[src/logic/rob_pkg.sv]
package rob_pkg;

    // buffer geometry
    localparam int rob_depth = 8;
    localparam int rob_id_w = 3;

    // instructions per dispatch, per commit, and number of result bus ports
    localparam int disp_w = 2;

    // datapath widths
    localparam int xlen = 32;
    localparam int reg_w = 5;

    // running retirement count, wide enough to never wrap in practice
    localparam int order_w = 64;

    // what the commit stage needs to know about an entry
    // branches carry a redirect pc in the value field and may mispredict
    typedef enum logic [1:0] {
        kind_alu    = 2'd0,
        kind_branch = 2'd1
    } inst_kind_e;

endpackage

[src/logic/reorder_buffer.sv]
module reorder_buffer (
    input  logic                          clk,
    input  logic                          rst,

    // dispatch
    input  logic                          dispatch,
    input  rob_pkg::inst_kind_e           disp_kind          [rob_pkg::disp_w],
    input  logic [rob_pkg::reg_w-1:0]     disp_dest          [rob_pkg::disp_w],
    input  logic                          disp_predict_taken [rob_pkg::disp_w],
    output logic                          rob_full,
    output logic [rob_pkg::rob_id_w-1:0]  rob_id_next        [rob_pkg::disp_w],

    // common data bus
    input  logic                          cdb_valid          [rob_pkg::disp_w],
    input  logic [rob_pkg::rob_id_w-1:0]  cdb_rob_id         [rob_pkg::disp_w],
    input  logic [rob_pkg::xlen-1:0]      cdb_value          [rob_pkg::disp_w],
    input  logic                          cdb_taken          [rob_pkg::disp_w],

    // commit
    output logic                          commit_valid       [rob_pkg::disp_w],
    output logic [rob_pkg::reg_w-1:0]     commit_dest        [rob_pkg::disp_w],
    output logic [rob_pkg::xlen-1:0]      commit_value       [rob_pkg::disp_w],
    output logic [rob_pkg::order_w-1:0]   commit_order       [rob_pkg::disp_w],
    output logic                          flush
);

    logic [rob_pkg::rob_id_w-1:0]  head;
    logic [rob_pkg::rob_id_w-1:0]  alloc_id;
    logic                          empty;
    logic                          pop;

    rob_pkg::inst_kind_e           head_kind    [rob_pkg::disp_w];
    logic [rob_pkg::reg_w-1:0]     head_dest    [rob_pkg::disp_w];
    logic                          head_predict [rob_pkg::disp_w];
    logic                          head_done    [rob_pkg::disp_w];
    logic [rob_pkg::xlen-1:0]      head_value   [rob_pkg::disp_w];
    logic                          head_taken   [rob_pkg::disp_w];

    // next dispatch lands at the tail and the slot after it
    always_comb begin
        for (int i = 0; i < rob_pkg::disp_w; i++) begin
            rob_id_next[i] = alloc_id + rob_pkg::rob_id_w'(i);
        end
    end

    rob_payload u_payload (
        .clk, .rst, .dispatch, .disp_kind, .disp_dest, .disp_predict_taken,
        .pop, .flush, .head_kind, .head_dest, .head_predict,
        .head, .alloc_id, .empty, .rob_full
    );

    // every dispatch allocates, flush takes priority inside the table
    rob_status u_status (
        .clk, .rst, .alloc(dispatch), .alloc_id, .head, .flush,
        .cdb_valid, .cdb_rob_id, .cdb_value, .cdb_taken,
        .head_done, .head_value, .head_taken
    );

    rob_commit u_commit (
        .clk, .rst, .empty, .head_kind, .head_dest, .head_predict,
        .head_done, .head_value, .head_taken, .pop, .flush,
        .commit_valid, .commit_dest, .commit_value, .commit_order
    );

endmodule

[src/logic/rob_commit.sv]
module rob_commit (
    input  logic                          clk,
    input  logic                          rst,

    input  logic                          empty,

    // head payload
    input  rob_pkg::inst_kind_e           head_kind    [rob_pkg::disp_w],
    input  logic [rob_pkg::reg_w-1:0]     head_dest    [rob_pkg::disp_w],
    input  logic                          head_predict [rob_pkg::disp_w],

    // head completion status
    input  logic                          head_done    [rob_pkg::disp_w],
    input  logic [rob_pkg::xlen-1:0]      head_value   [rob_pkg::disp_w],
    input  logic                          head_taken   [rob_pkg::disp_w],

    output logic                          pop,
    output logic                          flush,

    output logic                          commit_valid [rob_pkg::disp_w],
    output logic [rob_pkg::reg_w-1:0]     commit_dest  [rob_pkg::disp_w],
    output logic [rob_pkg::xlen-1:0]      commit_value [rob_pkg::disp_w],
    output logic [rob_pkg::order_w-1:0]   commit_order [rob_pkg::disp_w]
);

    logic                          mispredict [rob_pkg::disp_w];
    logic                          all_done;
    logic [rob_pkg::order_w-1:0]   order_cnt;

    // a branch went the wrong way if the outcome disagrees with the prediction
    always_comb begin
        for (int i = 0; i < rob_pkg::disp_w; i++) begin
            mispredict[i] = (head_kind[i] == rob_pkg::kind_branch) &&
                            (head_taken[i] != head_predict[i]);
        end
    end

    // retirement is all or nothing for the pair
    always_comb begin
        all_done = 1'b1;
        for (int i = 0; i < rob_pkg::disp_w; i++) begin
            all_done = all_done && head_done[i];
        end
    end

    assign pop   = !empty && all_done;
    assign flush = pop && (mispredict[0] || mispredict[1]);

    // the younger slot is on the wrong path if slot 0 mispredicted
    assign commit_valid[0] = pop;
    assign commit_valid[1] = pop && !mispredict[0];

    always_comb begin
        for (int i = 0; i < rob_pkg::disp_w; i++) begin
            commit_dest[i]  = head_dest[i];
            // for a branch this is the redirect pc
            commit_value[i] = head_value[i];
            commit_order[i] = order_cnt + rob_pkg::order_w'(i);
        end
    end

    // advance by however many instructions actually retired
    always_ff @(posedge clk) begin
        if (rst) begin
            order_cnt <= '0;
        end else if (pop) begin
            if (commit_valid[1]) begin
                order_cnt <= order_cnt + rob_pkg::order_w'(2);
            end else begin
                order_cnt <= order_cnt + rob_pkg::order_w'(1);
            end
        end
    end

    // a flush leaves the buffer empty at the next edge
    a_flush_empties: assert property (@(posedge clk) disable iff (rst)
        flush |=> empty);

endmodule

[src/logic/rob_payload.sv]
module rob_payload (
    input  logic                          clk,
    input  logic                          rst,

    // dispatch side with two lanes taken together
    input  logic                          dispatch,
    input  rob_pkg::inst_kind_e           disp_kind          [rob_pkg::disp_w],
    input  logic [rob_pkg::reg_w-1:0]     disp_dest          [rob_pkg::disp_w],
    input  logic                          disp_predict_taken [rob_pkg::disp_w],

    // retirement control from the commit block
    input  logic                          pop,
    input  logic                          flush,

    // the two eldest entries
    output rob_pkg::inst_kind_e           head_kind          [rob_pkg::disp_w],
    output logic [rob_pkg::reg_w-1:0]     head_dest          [rob_pkg::disp_w],
    output logic                          head_predict       [rob_pkg::disp_w],

    output logic [rob_pkg::rob_id_w-1:0]  head,
    output logic [rob_pkg::rob_id_w-1:0]  alloc_id,
    output logic                          empty,
    output logic                          rob_full
);

    rob_pkg::inst_kind_e           kind_mem    [rob_pkg::rob_depth];
    logic [rob_pkg::reg_w-1:0]     dest_mem    [rob_pkg::rob_depth];
    logic                          predict_mem [rob_pkg::rob_depth];

    logic [rob_pkg::rob_id_w-1:0]  tail;
    // one bit wider than the id so a completely full buffer is representable
    logic [rob_pkg::rob_id_w:0]    count;

    // payload write at the tail
    // a dispatch in a flush cycle is dropped
    always_ff @(posedge clk) begin
        if (dispatch && !flush) begin
            for (int i = 0; i < rob_pkg::disp_w; i++) begin
                kind_mem[tail + rob_pkg::rob_id_w'(i)]    <= disp_kind[i];
                dest_mem[tail + rob_pkg::rob_id_w'(i)]    <= disp_dest[i];
                predict_mem[tail + rob_pkg::rob_id_w'(i)] <= disp_predict_taken[i];
            end
        end
    end

    // pointers wrap on their own since the depth is a power of two
    always_ff @(posedge clk) begin
        if (rst || flush) begin
            head  <= '0;
            tail  <= '0;
            count <= '0;
        end else begin
            if (dispatch) begin
                tail <= tail + rob_pkg::rob_id_w'(rob_pkg::disp_w);
            end
            if (pop) begin
                head <= head + rob_pkg::rob_id_w'(rob_pkg::disp_w);
            end
            case ({dispatch, pop})
                2'b10:   count <= count + (rob_pkg::rob_id_w + 1)'(rob_pkg::disp_w);
                2'b01:   count <= count - (rob_pkg::rob_id_w + 1)'(rob_pkg::disp_w);
                default: count <= count;
            endcase
        end
    end

    always_comb begin
        for (int i = 0; i < rob_pkg::disp_w; i++) begin
            head_kind[i]    = kind_mem[head + rob_pkg::rob_id_w'(i)];
            head_dest[i]    = dest_mem[head + rob_pkg::rob_id_w'(i)];
            head_predict[i] = predict_mem[head + rob_pkg::rob_id_w'(i)];
        end
    end

    assign alloc_id = tail;
    assign empty    = (count == '0);
    // full as soon as a whole dispatch group no longer fits
    assign rob_full = (count > (rob_pkg::rob_id_w + 1)'(rob_pkg::rob_depth - rob_pkg::disp_w));

    // the front end must hold off while full
    a_no_dispatch_full: assert property (@(posedge clk) disable iff (rst)
        !(dispatch && rob_full));

    // commit only retires what was dispatched
    a_no_pop_empty: assert property (@(posedge clk) disable iff (rst)
        !(pop && empty));

endmodule

[src/logic/rob_status.sv]
module rob_status (
    input  logic                          clk,
    input  logic                          rst,

    // new slots handed out at the tail
    input  logic                          alloc,
    input  logic [rob_pkg::rob_id_w-1:0]  alloc_id,

    input  logic [rob_pkg::rob_id_w-1:0]  head,
    input  logic                          flush,

    // result bus ports
    input  logic                          cdb_valid  [rob_pkg::disp_w],
    input  logic [rob_pkg::rob_id_w-1:0]  cdb_rob_id [rob_pkg::disp_w],
    input  logic [rob_pkg::xlen-1:0]      cdb_value  [rob_pkg::disp_w],
    input  logic                          cdb_taken  [rob_pkg::disp_w],

    // completion state of the two eldest slots
    output logic                          head_done  [rob_pkg::disp_w],
    output logic [rob_pkg::xlen-1:0]      head_value [rob_pkg::disp_w],
    output logic                          head_taken [rob_pkg::disp_w]
);

    logic [rob_pkg::rob_depth-1:0]  done;
    logic [rob_pkg::xlen-1:0]       value_mem [rob_pkg::rob_depth];
    logic                           taken_mem [rob_pkg::rob_depth];

    // done bits: cleared for freshly allocated slots, set by the bus
    always_ff @(posedge clk) begin
        if (rst || flush) begin
            done <= '0;
        end else begin
            if (alloc) begin
                for (int i = 0; i < rob_pkg::disp_w; i++) begin
                    done[alloc_id + rob_pkg::rob_id_w'(i)] <= 1'b0;
                end
            end
            for (int p = 0; p < rob_pkg::disp_w; p++) begin
                if (cdb_valid[p]) begin
                    done[cdb_rob_id[p]] <= 1'b1;
                end
            end
        end
    end

    // result payload, only meaningful once the matching done bit is set
    always_ff @(posedge clk) begin
        for (int p = 0; p < rob_pkg::disp_w; p++) begin
            if (cdb_valid[p]) begin
                value_mem[cdb_rob_id[p]] <= cdb_value[p];
                taken_mem[cdb_rob_id[p]] <= cdb_taken[p];
            end
        end
    end

    always_comb begin
        for (int i = 0; i < rob_pkg::disp_w; i++) begin
            head_done[i]  = done[head + rob_pkg::rob_id_w'(i)];
            head_value[i] = value_mem[head + rob_pkg::rob_id_w'(i)];
            head_taken[i] = taken_mem[head + rob_pkg::rob_id_w'(i)];
        end
    end

    // execution units never broadcast the same id twice in one cycle
    a_ports_distinct: assert property (@(posedge clk) disable iff (rst)
        (cdb_valid[0] && cdb_valid[1]) |-> (cdb_rob_id[0] != cdb_rob_id[1]));

    // every slot completes exactly once per allocation
    for (genvar p = 0; p < rob_pkg::disp_w; p++) begin : g_port_chk
        a_single_complete: assert property (@(posedge clk) disable iff (rst || flush)
            cdb_valid[p] |-> !done[cdb_rob_id[p]]);
    end

endmodule

[config.mk]
export PLATFORM = sky130hd
export DESIGN_NAME = reorder_buffer
export DESIGN_NICKNAME = d
export VERILOG_FILES = /design/src/logic/rob_pkg.sv /design/src/logic/reorder_buffer.sv /design/src/logic/rob_commit.sv /design/src/logic/rob_payload.sv /design/src/logic/rob_status.sv
export SDC_FILE = /design/constraint.sdc
export NUM_CORES = 1
export LEC_CHECK = 0
export BUFFER_PORTS_ARGS = -buffer_cell sky130_fd_sc_hd__buf_2
export CORE_MARGIN = 3
export CORE_UTILIZATION = 36
export CTS_CLUSTER_DIAMETER = 100
export DETAILED_ROUTE_END_ITERATION = 16
export GPL_TIMING_DRIVEN = 0
export PLACE_DENSITY = 0.53
export SLEW_MARGIN = 20
export SYNTH_ARGS = -nofsm -noshare
export SYNTH_HDL_FRONTEND = slang
export SYNTH_HIERARCHICAL = 1
export SYNTH_SLANG_ARGS = --single-unit
[constraint.sdc]
create_clock -name clk -period 3.65 [get_ports clk]
set_input_delay 0.1825 -clock clk [delete_from_list [all_inputs] [get_ports clk]]
set_output_delay 0.1825 -clock clk [all_outputs]
set_load 0.01 [all_outputs]
==> out/results.ini, run 1 <==
[grt]
grt.total_usage = 0.218
grt_max_degree = 34
antenna_found_initial = 11
gr-total-overflow = 0
grt_pass1_vias = 17009
grt_pass1_wl_um = 114000

[power]
intPower_mw = 8.96
pwr_density_cell_nw_per_um2 = 401
power.switching_mw = 2.85
power_mw = 11.8
clockPowerShare = 0.416
p_comb_frac = 0.127
switching_share = 0.241
peakVddDrop_v = 0.000321
share_seq_of_total_power = 0.457
p_leak_nw = 10.8

[cells_and_area]
utilization = 0.454
fillers = 5996
regArea_um2 = 11500
multi_input_area_um2 = 11100
fin_area_um2 = 29500
nets = 2261
area_delta_synth_final_pct = 23.9
drive_gt1_frac = 0.477

[cts]
clock-sinks = 409
clockBufferDepth = 3
cts_tree = done
cts_buffers = 49
clk_pin_slew_ns = 0.06
clk_latency_ns = 0.62
htree_num_levels = 2
clockRootBuffer = clkbuf_16

[synthesis]
syn_area_um2 = 23800
async_flop_share = 0
syn_inst = 1676
yosysUniqueCellTypes = 65
synth_edf_count = 328
avgSynthCellArea_um2 = 14.2
synth_most_common_cell = edfxtp_1
ys_warn_count = 6
synth_ff_type = edfxtp_1
synth_top_area_cell = edfxtp_1
synth_commonest_cells = edfxtp_1, mux2_2, mux4_2, buf_4, nor2_1
yosysSeqAreaShare = 0.483
synthTopCellsByArea = edfxtp_1, mux4_2, mux2_2
ys_ff_latch = 409
synth_top_area_share = 0.415

[sta]
holdWs_ns = 0.0457
timing.final.ws_setup_ns = 0.121
finalCritPeriodShare = 0.967
fin_worst_skew_ns = 0.0379
setup_viol = 0
post-route-min-period_ns = 3.53
fmax_mhz = 283
worstMarginPinSlew_ns = 0.997
hold_viol = 0
drv_slew = 0
max_slew_margin = 0.335

[die]
initial_core_util = 0.366
io-pin-count = 305
row_count = 93
die_w_um = 263
die_h_um = 263
core_area_um2 = 64900
die_area_um2 = 69100

[place]
placed_area_um2 = 26500
pre_cts_ws_ns = -0.853
place.gp.congestion = 0.907
post-dp-hpwl_um = 51600
io_buffers = 298

[worst_hold_path]
hold_class = input pin to flop
hold_start = cdb_rob_id[3]
worstHoldPathCells = 3
min_to = u_status/done[1]

[drt]
vias = 16981
wirelength_um = 77600
ant_nets = 0
avgViaCountPerCell = 5.55
routedWlPerCell_um = 25.4
dr.pass1.iters = 6
drc = 0
dr.first_iter.drc_count = 1334

[worst_setup_path]
r2r-start = u_payload/head[1]
path_max_fanout = 10
reg2reg_depth = 12
crit_arrival_ns = 4.06
startpoint_type = flop
criticalPathCategory = flop to flop
endpoint_kind = flop
r2r_slack_ns = 0.12
cp.required_ns = 4.18
worstReg2RegEnd = u_commit/order_cnt[48]

[status]
run_status = finished clean

[job]
maxCapViolations = 0

## flip-flops by register name, indices dropped and copies added (netlist names), named ones only
name	count
u_payload/alloc_id	2
u_status/taken_mem	8
u_payload/count	3
u_status/value_mem	256
u_commit/order_cnt	64
u_status/done	8
u_payload/predict_mem	8
u_payload/head	2
u_payload/kind_mem	16
u_payload/dest_mem	40
## routing by layer
| metal | routed length, um | share of wire | up-vias | global-route usage |
|---|---|---|---|---|
| met4 | 1880 | 0.024 | 8 | 0.0553 |
| met2 | 37100 | 0.48 | 660 | 0.359 |
| li1 | - | - | 7491 | - |
| met3 | 5070 | 0.065 | 134 | 0.0424 |
| met1 | 33500 | 0.43 | 8688 | 0.296 |
| met5 | 55 | 0.00071 | - | 0 |
## cell type report
cell class,instances,share of cell area
timing repair buffer,429,0.0981
tap,855,0.0363
buffer,188,0.0440
inverter,16,0.00221
clock buffer,67,0.0453
multi-input combinational,1064,0.375
antenna,7,0.000595
clock inverter,22,0.00854
sequential,409,0.389
## worst max-delay path: stages, from the launching register on
cell and delay [ns]:
dfxtp_1 0.43, clkbuf_2 0.29, buf_4 0.27, buf_4 0.30, mux4_2 0.35, mux2_2 0.29
nand3b_1 0.13, buf_12 0.15, nor4_4 0.05, buf_4 0.17, o2111ai_1 0.65, o21ai_0 0.22
a21oi_1 0.16
## cells by family (layout without fill, tap and decap cells)
logic type | after synthesis | after routing | synth area share
fa+ha+maj | 11 | 11 | 0.00611
other cells | 1 | 9 | 0.000158
simple gates | 356 | 356 | 0.0835
compound gates | 105 | 105 | 0.0270
flops | 409 | 409 | 0.483
mux | 486 | 486 | 0.305
buf+inv | 204 | 722 | 0.0567
xor+xnor | 104 | 104 | 0.0387
## cells in the final DEF (no fill, tap or decap), types with 8 or more instances in the layout
master,count
buf_2,346
edfxtp_1,328
mux2_2,288
mux4_2,150
dlygate4sd3_1,121
buf_4,105
nor2_1,96
dfxtp_1,81
xor2_1,69
nand4_1,51
clkbuf_16,49
nand2_1,40
a21oi_1,37
xnor2_1,33
clkbuf_1,32
nand3_1,32
o21ai_0,30
mux2_1,29
or3_1,27
nor3_1,20
mux2_4,16
inv_1,13
nor4_1,12
clkbuf_8,11
ha_1,10
or4_1,10
nand2b_1,8
## through the flow
stage          instances  TNS, ns
2_1_floorplan       1677        0
3_3_place_gp        2830  -138.00
3_5_place_dp        2835   -60.24
4_1_cts             3047        0
5_1_grt             3054  -0.0373
6_report            3057        0
## timing repair
action / in CTS / in global routing
endpoints found under the hold margin: 330 / 0
setup endpoints to repair: 135 / 18
resized for setup: 14 / 4
gates cloned: 0 / 0
pin swaps: 2 / 1
hold buffers: 121 / 0
buffers inserted: 2 / 3
## power by group through the flow
stage                     registers, mW  logic, mW  clock network (mW)
final                              5.40       1.50                4.91
after global routing               5.42       1.60                5.20
after CTS                          5.40       1.48                5.03
after detailed placement           5.49       1.35                   0
after global placement             5.49       1.31                   0
after floorplan                    5.45      0.906                   0
## how the worst max path moves through the flow
stage | end | start | slack, ns
finish | u_commit/order_cnt[48] | u_payload/head[1] | 0.12
global route | commit_order[40] | u_commit/order_cnt[7] | -0.02
CTS | u_commit/order_cnt[52] | u_payload/head[1] | 0.02
detailed placement | u_commit/order_cnt[38] | u_payload/head[1] | -0.85
global placement | u_status/done[2] | cdb_rob_id[3] | -1.44
floorplan | u_commit/order_cnt[52] | u_payload/head[1] | 0.65
Note: power is estimated with default switching activity, not from simulation.
==> inputs of run 2 (changes only) <==
BUFFER_PORTS_ARGS = -buffer_cell sky130_fd_sc_hd__buf_4   (was -buffer_cell sky130_fd_sc_hd__buf_2)
==> run 2 against run 1 <==
Combinational power rose by 5%. Fmax shrank 1.0%. Via count fell by 0.68%. Clock power shrank 4%. Count of clock-buffer cells in the layout is 2 higher. Clock skew is 0.013 ns lower. Wire length increased by 0.20%. Critical path type is now flop to primary output. Critical endpoint is now commit_order[36]. Largest cell class unchanged. Highest routed layer unchanged.
==> out/results.ini, run 2 (synthesis gave the netlist of run 1 again) <==
[cells_and_area]
fin_cells = 3055  ; -0.065%
drive_gt1_frac = 0.479  ; +0.00206
area_delta_synth_final_pct = 26.8
nets = 2265  ; +0.18%
layout_common_cells = buf_4, edfxtp_1, mux2_2, mux4_2, dlygate4sd3_1
largest_reg_flops = 256  ; unchanged
final_common_cell = buf_4

[worst_setup_path]
endpoint_kind = primary output
reg2reg_depth = 9  ; -3
criticalPathCategory = flop to primary output
startpoint_type = flop
crit_arrival_ns = 3.38  ; -0.68 ns
cp.required_ns = 3.47  ; -0.71 ns
path_max_fanout = 10  ; unchanged

[cts]
clockBufferDepth = 3  ; unchanged
htree_num_levels = 2  ; unchanged
cts_buffers = 49  ; unchanged
clockRootBuffer = clkbuf_16
clock-sinks = 409  ; unchanged
clk_pin_slew_ns = 0.06  ; about the same
cts_tree = done
clk_latency_ns = 0.59  ; -0.03 ns

[power]
power_mw = 11.7  ; -1.0%
pwr_density_cell_nw_per_um2 = 388  ; -3.3%
p_leak_nw = 10.9  ; +1.1%
peakVddDrop_v = 0.000332  ; +3.4%

[place]
post-dp-hpwl_um = 52300  ; +1.3%
place.gp.congestion = 0.920  ; +1.5%
io_buffers = 298  ; unchanged
dp_cells = 2835  ; unchanged
pre_cts_ws_ns = -0.924  ; -0.0704 ns

[sta]
worstMarginPinSlew_ns = 0.952  ; -0.0457 ns
timing.final.ws_setup_ns = 0.0837  ; -0.0373 ns
finalSetupTns_ns = 0  ; unchanged
post-route-min-period_ns = 3.57  ; +0.0373 ns
drv_slew = 0  ; unchanged
fmax_mhz = 280  ; -1.0%
setup_viol = 0  ; unchanged
finalCritPeriodShare = 0.977  ; +0.0102
hold_viol = 0  ; unchanged
fin_worst_skew_ns = 0.0246  ; -0.0133 ns
rsz0062_at_grt = true
max_slew_margin = 0.366  ; +0.0304

[drt]
wirelength_um = 77700  ; +0.20%
dr.first_iter.drc_count = 1332  ; -0.15%
dr.pass1.iters = 8  ; +2
avgViaCountPerCell = 5.52  ; -0.62%
drc = 0  ; unchanged
ant_nets = 0  ; unchanged
routedWlPerCell_um = 25.4  ; +0.27%
vias = 16865  ; -0.68%

[job]
maxCapViolations = 0  ; unchanged

[grt]
gr-total-overflow = 0  ; unchanged
grt_pass1_vias = 17371  ; +2.1%
antenna_found_initial = 8  ; -3
grt_max_degree = 34  ; unchanged
grt_pass1_wl_um = 115000  ; +0.81%
grt.total_usage = 0.220  ; +0.00182

[die]
die_w_um = 263  ; unchanged
die_area_um2 = 69100  ; unchanged
core_area_um2 = 64900  ; unchanged
die_h_um = 263  ; unchanged
initial_core_util = 0.366  ; unchanged
row_count = 93  ; unchanged
io-pin-count = 305  ; unchanged

[status]
run_status = finished clean

[worst_hold_path]
hold_class = input pin to flop
worstHoldPathCells = 3  ; unchanged

-- run 2: changes by cell type in the layout (fill, tap and decap cells not counted), sizes merged --
cell / previous run / this run
diode: 7 / 4
buf: 463 / 469
clkinvlp: 2 / 3
clkinv: 13 / 10
inv: 19 / 18
bufinv: 4 / 2
-- run 2: path summary, 6_finish.rpt --
path	from	end	slack, ns
setup / recovery	u_commit/order_cnt[7]	commit_order[36]	0.08
hold / removal	cdb_rob_id[3]	u_status/done[1]	0.06
setup reg to reg	u_payload/head[1]	u_commit/order_cnt[52]	0.09
hold reg to reg	u_payload/count[3]	u_payload/count[3]	0.51
-- run 2: final cells by class --
cell class	count	area [um^2]
Antenna cell	4	10.0
Buffer	188	1300
Clock buffer	69	1370
Clock inverter	17	148
Fill cell	5854	34800
Inverter	16	68.8
Multi-Input combinational cell	1064	11100
Sequential cell	409	11500
Tap cell	855	1070
Timing Repair Buffer	433	3650
-- run 2: critical path: stages (launching register included) --
cell	delay [ns]
dfxtp_1	0.35
clkbuf_1	0.31
nand4_1	0.33
nor4_4	0.51
nand3_1	0.28
clkbuf_2	0.31
nor2_1	0.17
xor2_1	0.33
buf_4	0.19
-- run 2: per-layer routing --
layer,vias to the layer above,GRT usage,routed length [um]
li1,7497,-,-
met1,8554,0.295,33000
met2,669,0.365,37100
met3,137,0.0420,5490
met4,8,0.0587,2050
met5,-,0,52
-- run 2: where the power goes --
part | internal, mW | switching (mW) | leakage [nW]
logic | 0.879 | 0.697 | 6.50
clock network | 2.75 | 1.97 | 0.744
registers | 5.30 | 0.101 | 3.66
-- run 2: metrics by stage --
stage | hold slack [ns] | util | cell area (um^2)
6_report | 0.0568 | 0.464 | 30100
5_1_grt | 0.0390 | 0.464 | 30100
4_1_cts | 0.0161 | 0.463 | 30100
3_5_place_dp | 0.389 | 0.420 | 27300
3_3_place_gp | 0.384 | 0.417 | 27100
2_1_floorplan | 0.281 | - | 23800
-- run 2: repair_timing --
action / 4_1_cts / 5_1_grt
hold buffers: 121 / 0
setup endpoints to repair: 146 / 25
setup buffers: 3 / 6
gates resized for setup: 16 / 6
endpoints found under the hold margin: 334 / 0
pin swaps: 2 / 2
==> inputs of run 3 (changes only) <==
PLACE_DENSITY = 0.55   (was 0.53)
clock period = 3.24 ns   (was 3.65 ns; I/O delays follow)
==> run 3 against run 2 <==
Power is 11% higher. Utilization is 0.44 points higher. Cell count is 0.98% higher. Non-clock buffer count is 21 higher. First-iteration DRC count is 6.1% higher. Wire length is 0.94% higher. Critical path depth is 2 higher. Largest cell class unchanged.
==> out/results.ini, run 3 (synthesis gave the netlist of run 1 again) <==
[power]
power.switching_mw = 3.20  ; +16%
clockPowerShare = 0.394  ; -0.009
p_comb_frac = 0.138  ; +0.003
p_leak_nw = 11.0  ; +1.3%
intPower_mw = 9.79  ; +9.7%
switching_share = 0.247  ; +0.00987
peakVddDrop_v = 0.000378  ; +14%
power_mw = 13.0  ; +11%
share_seq_of_total_power = 0.468  ; +0.006
pwr_density_cell_nw_per_um2 = 427  ; +10%

[sta]
finalSetupTns_ns = 0  ; unchanged
setup_viol = 0  ; unchanged
post-route-min-period_ns = 3.15
finalCritPeriodShare = 0.972
drv_slew = 0  ; unchanged
holdWs_ns = 0.0348  ; -0.0219 ns
fmax_mhz = 318
rsz0062_at_grt = true
hold_viol = 0  ; unchanged
fin_worst_skew_ns = 0.0276  ; +0.00304 ns
timing.final.ws_setup_ns = 0.0916  ; +0.00798 ns
max_slew_margin = 0.348  ; -0.0178
worstMarginPinSlew_ns = 0.978  ; +0.0267 ns

[place]
post-dp-hpwl_um = 52000  ; -0.43%
place.gp.congestion = 0.914  ; -0.70%
io_buffers = 298  ; unchanged
placed_area_um2 = 27200  ; -0.13%
pre_cts_ws_ns = -1.47  ; -0.547 ns
dp_cells = 2834  ; -0.035%

[cts]
clockRootBuffer = clkbuf_16
clockBufferDepth = 3  ; unchanged
cts_tree = done
clk_latency_ns = 0.61  ; +0.02 ns
cts_buffers = 48  ; -2.0%
clock-sinks = 409  ; unchanged
htree_num_levels = 2  ; unchanged
clk_pin_slew_ns = 0.06  ; about the same

[cells_and_area]
nets = 2285  ; +0.88%
largest_reg_flops = 256  ; unchanged
area_delta_synth_final_pct = 28.0
fin_area_um2 = 30400  ; +0.94%
drive_gt1_frac = 0.491  ; +0.0119
final_common_cell = buf_4
utilization = 0.469  ; +0.00437
layout_common_cells = buf_4, edfxtp_1, mux2_2, mux4_2, dlygate4sd3_1
fin_cells = 3085  ; +0.98%
fillers = 5850  ; -0.068%
multi_input_area_um2 = 11200  ; +1.5%
regArea_um2 = 11500  ; about the same

[die]
initial_core_util = 0.366  ; unchanged
die_h_um = 263  ; unchanged
core_area_um2 = 64900  ; unchanged
io-pin-count = 305  ; unchanged
die_w_um = 263  ; unchanged
die_area_um2 = 69100  ; unchanged
row_count = 93  ; unchanged

[drt]
dr.first_iter.drc_count = 1413  ; +6.1%
routedWlPerCell_um = 25.4  ; about the same
ant_nets = 0  ; unchanged
drc = 0  ; unchanged
vias = 17219  ; +2.1%
dr.pass1.iters = 9  ; +1
avgViaCountPerCell = 5.58  ; +1.1%
wirelength_um = 78500  ; +0.94%

[worst_hold_path]
hold_class = input pin to flop

[grt]
antenna_found_initial = 14  ; +6
gr-total-overflow = 0  ; unchanged
grt_pass1_wl_um = 116000  ; +1.2%
grt_pass1_vias = 17582  ; +1.2%
grt.total_usage = 0.221  ; +0.00153
grt_max_degree = 34  ; unchanged

[job]
maxCapViolations = 0  ; unchanged

[worst_setup_path]
path_max_fanout = 5  ; -5
criticalPathCategory = flop to flop
endpoint_kind = flop
cp.required_ns = 3.76  ; +0.29 ns
crit_arrival_ns = 3.67  ; +0.29 ns
startpoint_type = flop

[status]
run_status = finished clean

-- run 3: per-layer routing --
| layer | track usage | routed length, um | part of all wire |
|---|---|---|---|
| met4 | 0.0592 | 1900 | 0.024 |
| met5 | 0 | 68 | 0.00087 |
| met1 | 0.295 | 32800 | 0.42 |
| met3 | 0.0448 | 5740 | 0.073 |
| met2 | 0.368 | 38000 | 0.48 |
-- run 3: path summary, 6_finish.rpt --
kind / start / endpoint / slack [ns] / cells after the start
max: u_payload/head[1] / u_commit/order_cnt[56] / 0.09 / 10
min: cdb_rob_id[3] / u_status/done[1] / 0.03 / 3
max reg2reg: u_payload/head[1] / u_commit/order_cnt[56] / 0.09 / 10
min reg2reg: u_payload/count[3] / u_payload/count[3] / 0.52 / 2
-- run 3: final cells by class --
| cell class | instances | share of cell area |
|---|---|---|
| Clock inverter | 31 | 0.00732 |
| Clock buffer | 58 | 0.0407 |
| Antenna cell | 10 | 0.000823 |
| Timing Repair Buffer | 458 | 0.125 |
| Buffer | 184 | 0.0424 |
| Sequential cell | 409 | 0.377 |
| Tap cell | 855 | 0.0352 |
| Multi-Input combinational cell | 1064 | 0.369 |
| Inverter | 16 | 0.00226 |
-- run 3: power by group through the flow --
stage               clock network (mW)  registers [mW]  logic (mW)
floorplan                            0            6.15        1.02
global placement                     0            6.18        1.56
detailed placement                   0            6.19        1.61
CTS                               5.25            6.08        1.75
global route                      5.48            6.10        1.91
finish                            5.12            6.08        1.79
-- run 3: critical path, cell delays in order, from the launching register on --
cell	delay, ns
dfxtp_4	0.38
clkbuf_4	0.23
mux4_2	0.51
mux2_4	0.33
xor2_4	0.20
a211oi_4	0.29
buf_4	0.18
o211ai_1	0.18
buf_4	0.23
or4_4	0.41
a21oi_2	0.13
-- run 3: timing repair --
| action | in CTS | in global routing |
|---|---|---|
| gates cloned | 0 | 0 |
| pin swaps | 10 | 13 |
| endpoints found under the setup margin | 203 | 106 |
| hold endpoints to repair | 337 | 0 |
| resized for setup | 29 | 29 |
| hold buffers | 121 | 0 |
| setup buffers | 12 | 23 |
